[config.mk]
export PLATFORM = sky130hd
export DESIGN_NAME = txSequencer
export DESIGN_NICKNAME = d
export VERILOG_FILES = /design/src/hw/txPkg.sv /design/src/hw/instrFetch.sv /design/src/hw/instrExecute.sv /design/src/hw/pulseBank.sv /design/src/hw/txSequencer.sv
export SDC_FILE = /design/constraint.sdc
export NUM_CORES = 2
export LEC_CHECK = 0
export ABC_AREA = 1
export BUFFER_PORTS_ARGS = -buffer_cell sky130_fd_sc_hd__buf_2
export CORE_UTILIZATION = 45
export CTS_CLUSTER_SIZE = 14
export DETAILED_ROUTE_END_ITERATION = 7
export GPL_ROUTABILITY_DRIVEN = 0
export PLACE_DENSITY = 0.63
export SYNTH_ARGS = -nofsm -noshare
export SYNTH_HDL_FRONTEND = slang
export SYNTH_SLANG_ARGS = --single-unit
[constraint.sdc]
create_clock -name txCLK -period 22.2 [get_ports txCLK]
set_clock_uncertainty 0.1 [all_clocks]
set_input_delay 3.33 -clock txCLK [delete_from_list [all_inputs] [get_ports txCLK]]
set_output_delay 3.33 -clock txCLK [all_outputs]
set_load 0.01 [all_outputs]
[src/hw/txPkg.sv]
package txPkg;

	// channel and memory geometry
	localparam int numChannels    = 8;
	localparam int instrWidth     = 64;
	localparam int instrAddrWidth = 13;
	localparam int phaseAddrWidth = 12;
	localparam int phaseWidth     = 16; // per channel, channel 0 in the low bits
	localparam int chargeWidth    = 9;
	localparam int defaultChargeTime = 500;
	localparam int numLoops       = 4;
	localparam int loopCountWidth = 28;
	localparam int trigWidth      = 4;
	localparam int ledWidth       = 2;

	// instruction word fields
	localparam int opHi   = 51;
	localparam int opLo   = 48;
	localparam int argHi  = 47;
	localparam int argLo  = 32;
	localparam int waitHi = 31;
	localparam int waitLo = 0;

	// sub fields of the argument
	localparam int chargeHi = 8;
	localparam int chargeLo = 0;
	localparam int trigHi   = 12;
	localparam int trigLo   = 9;
	localparam int ledHi    = 14;
	localparam int ledLo    = 13;

	// loop ops reuse the wait count field
	localparam int loopIdxHi = 29;
	localparam int loopIdxLo = 28;
	localparam int loopCntHi = 27;
	localparam int loopCntLo = 0;

	typedef enum logic [3:0] {
		opNop           = 4'd0,
		opSetTrig       = 4'd1,
		opSetLeds       = 4'd2,
		opLoopStart     = 4'd4,
		opLoopEnd       = 4'd5,
		opFire          = 4'd6,
		opSetChargeTime = 4'd8,
		opProgramEnd    = 4'd15
	} opcodeT;

	typedef enum logic [1:0] {stIdle, stRun, stDrain} runStateT;

endpackage

[src/hw/instrFetch.sv]
`timescale 1ns/1ps

module instrFetch import txPkg::*; (
	input  logic                      txCLK,
	input  logic                      arstN,
	input  logic                      start,
	input  logic                      halt,
	input  logic                      programEnd,
	input  logic                      jumpValid,
	input  logic [instrAddrWidth-1:0] jumpAddr,
	input  logic [instrWidth-1:0]     memData,
	input  logic                      instrReady,
	input  logic                      pulseBusy,
	output logic [instrAddrWidth-1:0] memAddr,
	output logic                      instrValid,
	output logic [instrWidth-1:0]     instrData,
	output logic                      running
);

	runStateT state;
	logic [instrAddrWidth-1:0] addr;
	logic bufValid;
	logic [instrWidth-1:0] bufData;
	logic bufLoad;

	assign memAddr    = addr;
	assign instrValid = bufValid;
	assign instrData  = bufData;
	assign running    = (state != stIdle);

	// refill whenever the buffer is empty or being taken this cycle
	assign bufLoad = (state == stRun) && (!bufValid || (bufValid && instrReady));

	always_ff @(posedge txCLK or negedge arstN)
	begin
		if (!arstN)
		begin
			state    <= stIdle;
			addr     <= '0;
			bufValid <= 1'b0;
		end
		else if (halt)
		begin
			state    <= stIdle;
			bufValid <= 1'b0;
		end
		else
		begin
			case (state)
				stIdle:
				begin
					bufValid <= 1'b0;
					if (start)
					begin
						state <= stRun;
						addr  <= '0; // programs always begin at word 0
					end
				end
				stRun:
				begin
					if (programEnd)
					begin
						state    <= stDrain;
						bufValid <= 1'b0; // prefetched word past the end is dropped
					end
					else if (jumpValid)
					begin
						addr     <= jumpAddr;
						bufValid <= 1'b0;
					end
					else if (bufLoad)
					begin
						bufValid <= 1'b1;
						addr     <= addr + 1'b1;
					end
				end
				stDrain:
				begin
					bufValid <= 1'b0;
					if (!pulseBusy)
						state <= stIdle; // last pulse group has finished
				end
				default: state <= stIdle;
			endcase
		end
	end

	// buffered word, control above decides when it counts
	always_ff @(posedge txCLK)
	begin
		if (bufLoad && !jumpValid && !programEnd)
			bufData <= memData;
	end

endmodule

[src/hw/instrExecute.sv]
`timescale 1ns/1ps

module instrExecute import txPkg::*; (
	input  logic                              txCLK,
	input  logic                              arstN,
	input  logic                              halt,
	input  logic                              instrValid,
	input  logic [instrWidth-1:0]             instrData,
	input  logic                              fireReady,
	input  logic [numChannels*phaseWidth-1:0] phaseData,
	output logic                              instrReady,
	output logic                              jumpValid,
	output logic [instrAddrWidth-1:0]         jumpAddr,
	output logic                              programEnd,
	output logic [phaseAddrWidth-1:0]         phaseAddr,
	output logic                              fireValid,
	output logic [numChannels*phaseWidth-1:0] firePhase,
	output logic [chargeWidth-1:0]            fireCharge,
	output logic [trigWidth-1:0]              trigOut,
	output logic [ledWidth-1:0]               ledOut
);

	opcodeT op;
	logic [argHi-argLo:0] arg;
	logic [waitHi-waitLo:0] waitField;
	logic [loopIdxHi-loopIdxLo:0] loopIdx;
	logic [loopCntHi-loopCntLo:0] loopCount;
	logic [loopCountWidth-1:0] loopCnt [numLoops];
	logic [waitHi-waitLo:0] waitCnt;
	logic [waitHi-waitLo:0] fireWait;
	logic [chargeWidth-1:0] chargeTime;
	logic phaseLoad;
	logic xfer;
	logic fireAccept;
	logic loopAgain;

	assign op        = opcodeT'(instrData[opHi:opLo]);
	assign arg       = instrData[argHi:argLo];
	assign waitField = instrData[waitHi:waitLo];
	assign loopIdx   = waitField[loopIdxHi:loopIdxLo];
	assign loopCount = waitField[loopCntHi:loopCntLo];

	// busy while waiting, loading the phase word or holding a fire request
	assign instrReady = (waitCnt == '0) && !phaseLoad && !fireValid;
	assign xfer       = instrValid && instrReady;
	assign fireAccept = fireValid && fireReady;

	// counter starts at 1 so a count of N gives N passes
	assign loopAgain = (loopCnt[loopIdx] < loopCount);

	// redirect and end are taken in the handshake cycle itself
	assign jumpValid  = xfer && (op == opLoopEnd) && loopAgain;
	assign jumpAddr   = arg[instrAddrWidth-1:0]; // first word of the loop body
	assign programEnd = xfer && (op == opProgramEnd);

	always_ff @(posedge txCLK or negedge arstN)
	begin
		if (!arstN)
		begin
			trigOut    <= '0;
			ledOut     <= '0;
			chargeTime <= chargeWidth'(defaultChargeTime);
			waitCnt    <= '0;
			phaseLoad  <= 1'b0;
			fireValid  <= 1'b0;
			phaseAddr  <= '0;
			for (int i = 0; i < numLoops; i++)
				loopCnt[i] <= '0;
		end
		else if (halt)
		begin
			trigOut   <= '0;
			ledOut    <= '0;
			waitCnt   <= '0;
			phaseLoad <= 1'b0;
			fireValid <= 1'b0; // an unaccepted request is dropped
			for (int i = 0; i < numLoops; i++)
				loopCnt[i] <= '0;
		end
		else
		begin
			// phase word is valid one cycle after the address goes out
			if (phaseLoad)
			begin
				phaseLoad <= 1'b0;
				fireValid <= 1'b1;
			end

			if (fireAccept)
			begin
				fireValid <= 1'b0;
				waitCnt   <= fireWait; // fire wait starts at acceptance
			end
			else if (xfer)
			begin
				case (op)
					opSetTrig:
					begin
						trigOut <= arg[trigHi:trigLo];
						waitCnt <= waitField;
					end
					opSetLeds:
					begin
						ledOut  <= arg[ledHi:ledLo];
						waitCnt <= waitField;
					end
					opSetChargeTime:
					begin
						chargeTime <= arg[chargeHi:chargeLo];
						waitCnt    <= waitField;
					end
					opFire:
					begin
						phaseAddr <= arg[phaseAddrWidth-1:0];
						phaseLoad <= 1'b1;
					end
					opLoopStart: loopCnt[loopIdx] <= loopCountWidth'(1);
					opLoopEnd:
					begin
						if (loopAgain)
							loopCnt[loopIdx] <= loopCnt[loopIdx] + 1'b1;
					end
					opProgramEnd: waitCnt <= '0;
					default: waitCnt <= waitField; // unknown opcodes only wait
				endcase
			end
			else if (waitCnt != '0)
				waitCnt <= waitCnt - 1'b1;
		end
	end

	// fire payload, held steady by fireValid
	always_ff @(posedge txCLK)
	begin
		if (xfer && (op == opFire))
		begin
			fireWait   <= waitField;
			fireCharge <= chargeTime;
		end
		if (phaseLoad)
			firePhase <= phaseData;
	end

endmodule

[src/hw/pulseBank.sv]
`timescale 1ns/1ps

module pulseBank import txPkg::*; (
	input  logic                              txCLK,
	input  logic                              arstN,
	input  logic                              halt,
	input  logic                              fireValid,
	input  logic [numChannels*phaseWidth-1:0] firePhase,
	input  logic [chargeWidth-1:0]            fireCharge,
	input  logic [numChannels-1:0]            chanMask,
	output logic                              fireReady,
	output logic                              pulseBusy,
	output logic [numChannels-1:0]            txOut
);

	logic busy;
	logic [phaseWidth:0] cnt; // one bit wider than a delay
	logic [phaseWidth:0] endMax;
	logic [phaseWidth-1:0] maxDelay;
	logic [phaseWidth-1:0] delayReg [numChannels];
	logic [chargeWidth-1:0] chargeReg;
	logic [numChannels-1:0] txReg;
	logic accept;

	assign fireReady = !busy;
	assign pulseBusy = busy;
	assign accept    = fireValid && !busy;
	assign txOut     = txReg & chanMask;

	// latest start among the incoming delays
	always_comb
	begin
		maxDelay = '0;
		for (int c = 0; c < numChannels; c++)
			if (firePhase[c*phaseWidth +: phaseWidth] > maxDelay)
				maxDelay = firePhase[c*phaseWidth +: phaseWidth];
	end

	always_ff @(posedge txCLK or negedge arstN)
	begin
		if (!arstN)
			busy <= 1'b0;
		else if (halt)
			busy <= 1'b0;
		else if (accept)
		begin
			busy   <= 1'b1;
			cnt    <= '0;
			endMax <= {1'b0, maxDelay} + (phaseWidth+1)'(fireCharge);
		end
		else if (busy)
		begin
			if (cnt == endMax)
				busy <= 1'b0; // every channel has dropped by now
			else
				cnt <= cnt + 1'b1;
		end
	end

	// delays and charge time captured with the request
	always_ff @(posedge txCLK)
	begin
		if (accept)
		begin
			chargeReg <= fireCharge;
			for (int c = 0; c < numChannels; c++)
				delayReg[c] <= firePhase[c*phaseWidth +: phaseWidth];
		end
	end

	for (genvar c = 0; c < numChannels; c++)
	begin : genChan
		logic [phaseWidth:0] chanEnd;

		assign chanEnd = {1'b0, delayReg[c]} + (phaseWidth+1)'(chargeReg);

		always_ff @(posedge txCLK or negedge arstN)
		begin
			if (!arstN)
				txReg[c] <= 1'b0;
			else if (halt)
				txReg[c] <= 1'b0;
			else
				txReg[c] <= busy && (cnt >= {1'b0, delayReg[c]}) && (cnt < chanEnd);
		end
	end

endmodule

[src/hw/txSequencer.sv]
`timescale 1ns/1ps

module txSequencer import txPkg::*; (
	input  logic                              txCLK,
	input  logic                              arstN,
	input  logic                              start,
	input  logic                              halt,
	input  logic [numChannels-1:0]            chanMask,
	input  logic [instrWidth-1:0]             instrData,
	input  logic [numChannels*phaseWidth-1:0] phaseData,
	output logic [instrAddrWidth-1:0]         instrAddr,
	output logic [phaseAddrWidth-1:0]         phaseAddr,
	output logic [numChannels-1:0]            txOut,
	output logic [trigWidth-1:0]              trigOut,
	output logic [ledWidth-1:0]               ledOut,
	output logic                              running
);

	// fetch to execute
	logic instrValid;
	logic instrReady;
	logic [instrWidth-1:0] bufInstr;

	// redirect and end back to fetch
	logic jumpValid;
	logic [instrAddrWidth-1:0] jumpAddr;
	logic programEnd;

	// execute to pulse bank
	logic fireValid;
	logic fireReady;
	logic [numChannels*phaseWidth-1:0] firePhase;
	logic [chargeWidth-1:0] fireCharge;
	logic pulseBusy;

	instrFetch uFetch (
		.txCLK      (txCLK),
		.arstN      (arstN),
		.start      (start),
		.halt       (halt),
		.programEnd (programEnd),
		.jumpValid  (jumpValid),
		.jumpAddr   (jumpAddr),
		.memData    (instrData),
		.instrReady (instrReady),
		.pulseBusy  (pulseBusy),
		.memAddr    (instrAddr),
		.instrValid (instrValid),
		.instrData  (bufInstr),
		.running    (running)
	);

	instrExecute uExecute (
		.txCLK      (txCLK),
		.arstN      (arstN),
		.halt       (halt),
		.instrValid (instrValid),
		.instrData  (bufInstr),
		.fireReady  (fireReady),
		.phaseData  (phaseData),
		.instrReady (instrReady),
		.jumpValid  (jumpValid),
		.jumpAddr   (jumpAddr),
		.programEnd (programEnd),
		.phaseAddr  (phaseAddr),
		.fireValid  (fireValid),
		.firePhase  (firePhase),
		.fireCharge (fireCharge),
		.trigOut    (trigOut),
		.ledOut     (ledOut)
	);

	pulseBank uPulse (
		.txCLK      (txCLK),
		.arstN      (arstN),
		.halt       (halt),
		.fireValid  (fireValid),
		.firePhase  (firePhase),
		.fireCharge (fireCharge),
		.chanMask   (chanMask),
		.fireReady  (fireReady),
		.pulseBusy  (pulseBusy),
		.txOut      (txOut)
	);

endmodule

==> out/metrics.yaml <==
overflow: 0
fillCellCount: 7692
synth-edff-count: 391
fin_tns_setup_ps: 0
hold_violations: 0
min_from: "uFetch.instrData[10]"
grt_pass1_vias: 29470
arrival_ps: 19160
ys.flop_type: "edfxtp_1"
syn_nets: 4808
core_area_um2: 83700
num_io_pins: 244
grtUsageTotal_pct: 24.4
die_h_um: 293
critPathMaxStageDelay_ps: 610
seq_area_frac_synth_pct: 43.9
min_to: "uExecute.fireWait[10]"
dieArea_um2: 85700
ir_drop_v: 0.0000797
wl_per_cell_um: 18.9
drive_gt1_share_pct: 10.6
clk_pin_slew_worst_paths_ps: 60
synth_top_cell_by_area: "edfxtp_1"
drc_errors: 0
finalMaxSlewViolations: 0
netlist_instances: 4122
synth_area_um2: 38000
final_net_count: 5050
post_cts_resized: 0
clockRootBuffer: "clkbuf_16"
fin_area_um2: 43100
placed_area_um2: 40700
holdCritPathClass: "reg2reg"
critPathKind: "reg2reg"
powerDensity_nw_per_um2: 69.6
fmax_ghz: 0.0530
vias: 30387
setup_viol: 0
cts_max_path_buffers: 3
rrSetupSlack_ps: 3330
start_util_pct: 45.5
start_kind: "flop"
dp_hpwl_um: 76800
cts_hold_buffers: 0
syn2layout_area_growth_pct: 13.3
via_per_inst: 5.47
drt_wl_total_um: 105000
drt_first_pass_iters: 6
die_x_um: 293
path_common_cell: "nand2_1"
whs_path_depth: 0
max_slew_margin_pct: 16.7
reg2reg_to: "uPulse.endMax[13]"
cp_max_fo: 32
synth_seq_cells: 589
min_period_over_period_pct: 85.0
multiInputGateArea_um2: 19000
postSynthAreaPerCell_um2: 9.23
synth.distinct_cells: 60
io_buffers: 230
layout_commonest_cell: "nand2_1"
mostFrequentLayoutCells: "637 x nand2_1, 515 x inv_1, 473 x ha_1, 391 x edfxtp_1, 344 x o21ai_0"
leakage_nw: 19.2
clock_latency_ps: 640
cts_setup_buffers: 0
antenna_found_initial: 3
r2r-start: "uExecute.firePhase[31]"
grt_max_degree: 127
synth_top_area_share_pct: 30.9
crit_path_end_kind: "flop"
grt_first_pass_wirelength_um: 164000
status: "complete, no violations"
reg2reg_depth: 69
min_period_ps: 18870
cap_violations: 0
worst_pin_slew_ps: 1240
drtIter0Drc: 2109
cp_slowest_cell: "nor3_1"
rows: 106
cts_buffers: 70
htree_num_levels: 3
drtAntennaViolNets: 0
async_reset_ff_share_pct: 33.6
synth_area_leaders: "edfxtp_1 31%, ha_1 16%, dfrtp_1 13%"
synth_warnings: 0
rsz0062_at_grt: "no"
regArea_um2: 16700
cts_tree: "yes"
cp.required_ps: 22500
clock-sinks: 589
-- synth_stat cells (16+ instances only) --
cell type and n:
inv_1 515, nand4_1 120, clkbuf_1 106, o21ai_0 344
xor2_1 155, dfrtp_1 192, o22ai_1 37, a221oi_1 19
edfxtp_1 391, a21o_1 17, nand3b_1 16, nand2_1 637
nor4_1 26, o21bai_1 50, nor2_1 191, o21ai_1 28
a21oi_1 324, o41ai_1 22, nor3_1 54, xnor2_1 35
nand3_1 169, a211oi_1 28, ha_1 473
-- final cells by class --
type,count,share of cell area (%)
antenna,4,0.0232
clock buffer,84,4.30
tap,1134,3.29
inverter,527,4.59
timing repair buffer,283,3.64
multi-input combinational,2893,44.1
sequential,589,38.8
clock inverter,46,1.28
-- worst max path at each step --
stage	startpoint	endpoint	slack [ps]	cells after the start
finish	uExecute.firePhase[31]	uPulse.endMax[13]	3330	69
CTS	uExecute.firePhase[31]	uPulse.endMax[13]	3600	70
global route	uExecute.firePhase[31]	uPulse.endMax[15]	1750	70
floorplan	uExecute.firePhase[27]	uPulse.endMax[15]	8010	83
detailed placement	uExecute.firePhase[31]	uPulse.endMax[13]	3650	70
global placement	uExecute.firePhase[31]	uPulse.endMax[13]	3860	70
-- registers in the layout, summed over array words and instances (netlist names) --
signal and count:
uExecute.chargeTime 9, uExecute.fireCharge 9, uExecute.firePhase 128, uExecute.fireValid 1, uExecute.fireWait 32, uExecute.ledOut 2, uExecute.loopCnt 112, uExecute.phaseAddr 12
uExecute.phaseLoad 1, uExecute.trigOut 4, uExecute.waitCnt 32, uFetch.instrData 51, uFetch.instrValid 1, uFetch.memAddr 13, uFetch.state 2, uPulse.chargeReg 9
uPulse.cnt 17, uPulse.delayReg 128, uPulse.endMax 17, uPulse.pulseBusy 1, uPulse.txReg 8
-- metrics by stage --
stage                     total power [mW]  setup WS (ps)  instances  util (%)  hold slack, ps
after floorplan                       1.64           8010       4122         -             325
after global placement                1.79           3860       5426      48.6             331
after detailed placement              1.80           3650       5426      48.6             333
after CTS                             3.02           3600       5556      51.5             347
after global routing                  3.13           1750       5558      51.5             353
final                                 3.00           3330       5560      51.5             346
-- kinds of logic after synthesis --
logic type      after synthesis  synth area share [%]
simple gates               1274                  15.0
compound gates              947                  14.3
fa+ha+maj                   482                  16.0
flops                       589                  43.9
buf+inv                     640                  6.35
xor+xnor                    190                  4.37
-- worst max-delay path, delay by kind of cell, from the launching register on --
family | cells | cell delay (ps)
AO/OA/AOI/OAI | 20 | 4500
adder cells (fa/ha/maj) | 8 | 2620
flip-flops | 1 | 430
AND/OR/NAND/NOR | 38 | 10060
buffers and inverters | 3 | 810
-- power breakdown --
group          switching, mW  internal [mW]
logic                  0.326          0.172
registers             0.0483           1.24
clock network          0.510          0.702
-- routing by layer --
layer	GRT usage (%)	wire length, µm	part of all wire (%)	vias up
met5	0	0	0	-
met4	8.56	3320	3.2	0
met3	3.85	6020	5.7	183
met2	40.7	49200	47	840
met1	32.2	46500	44	14349
li1	-	-	-	15015
Note: power is estimated with default switching activity, not from simulation.
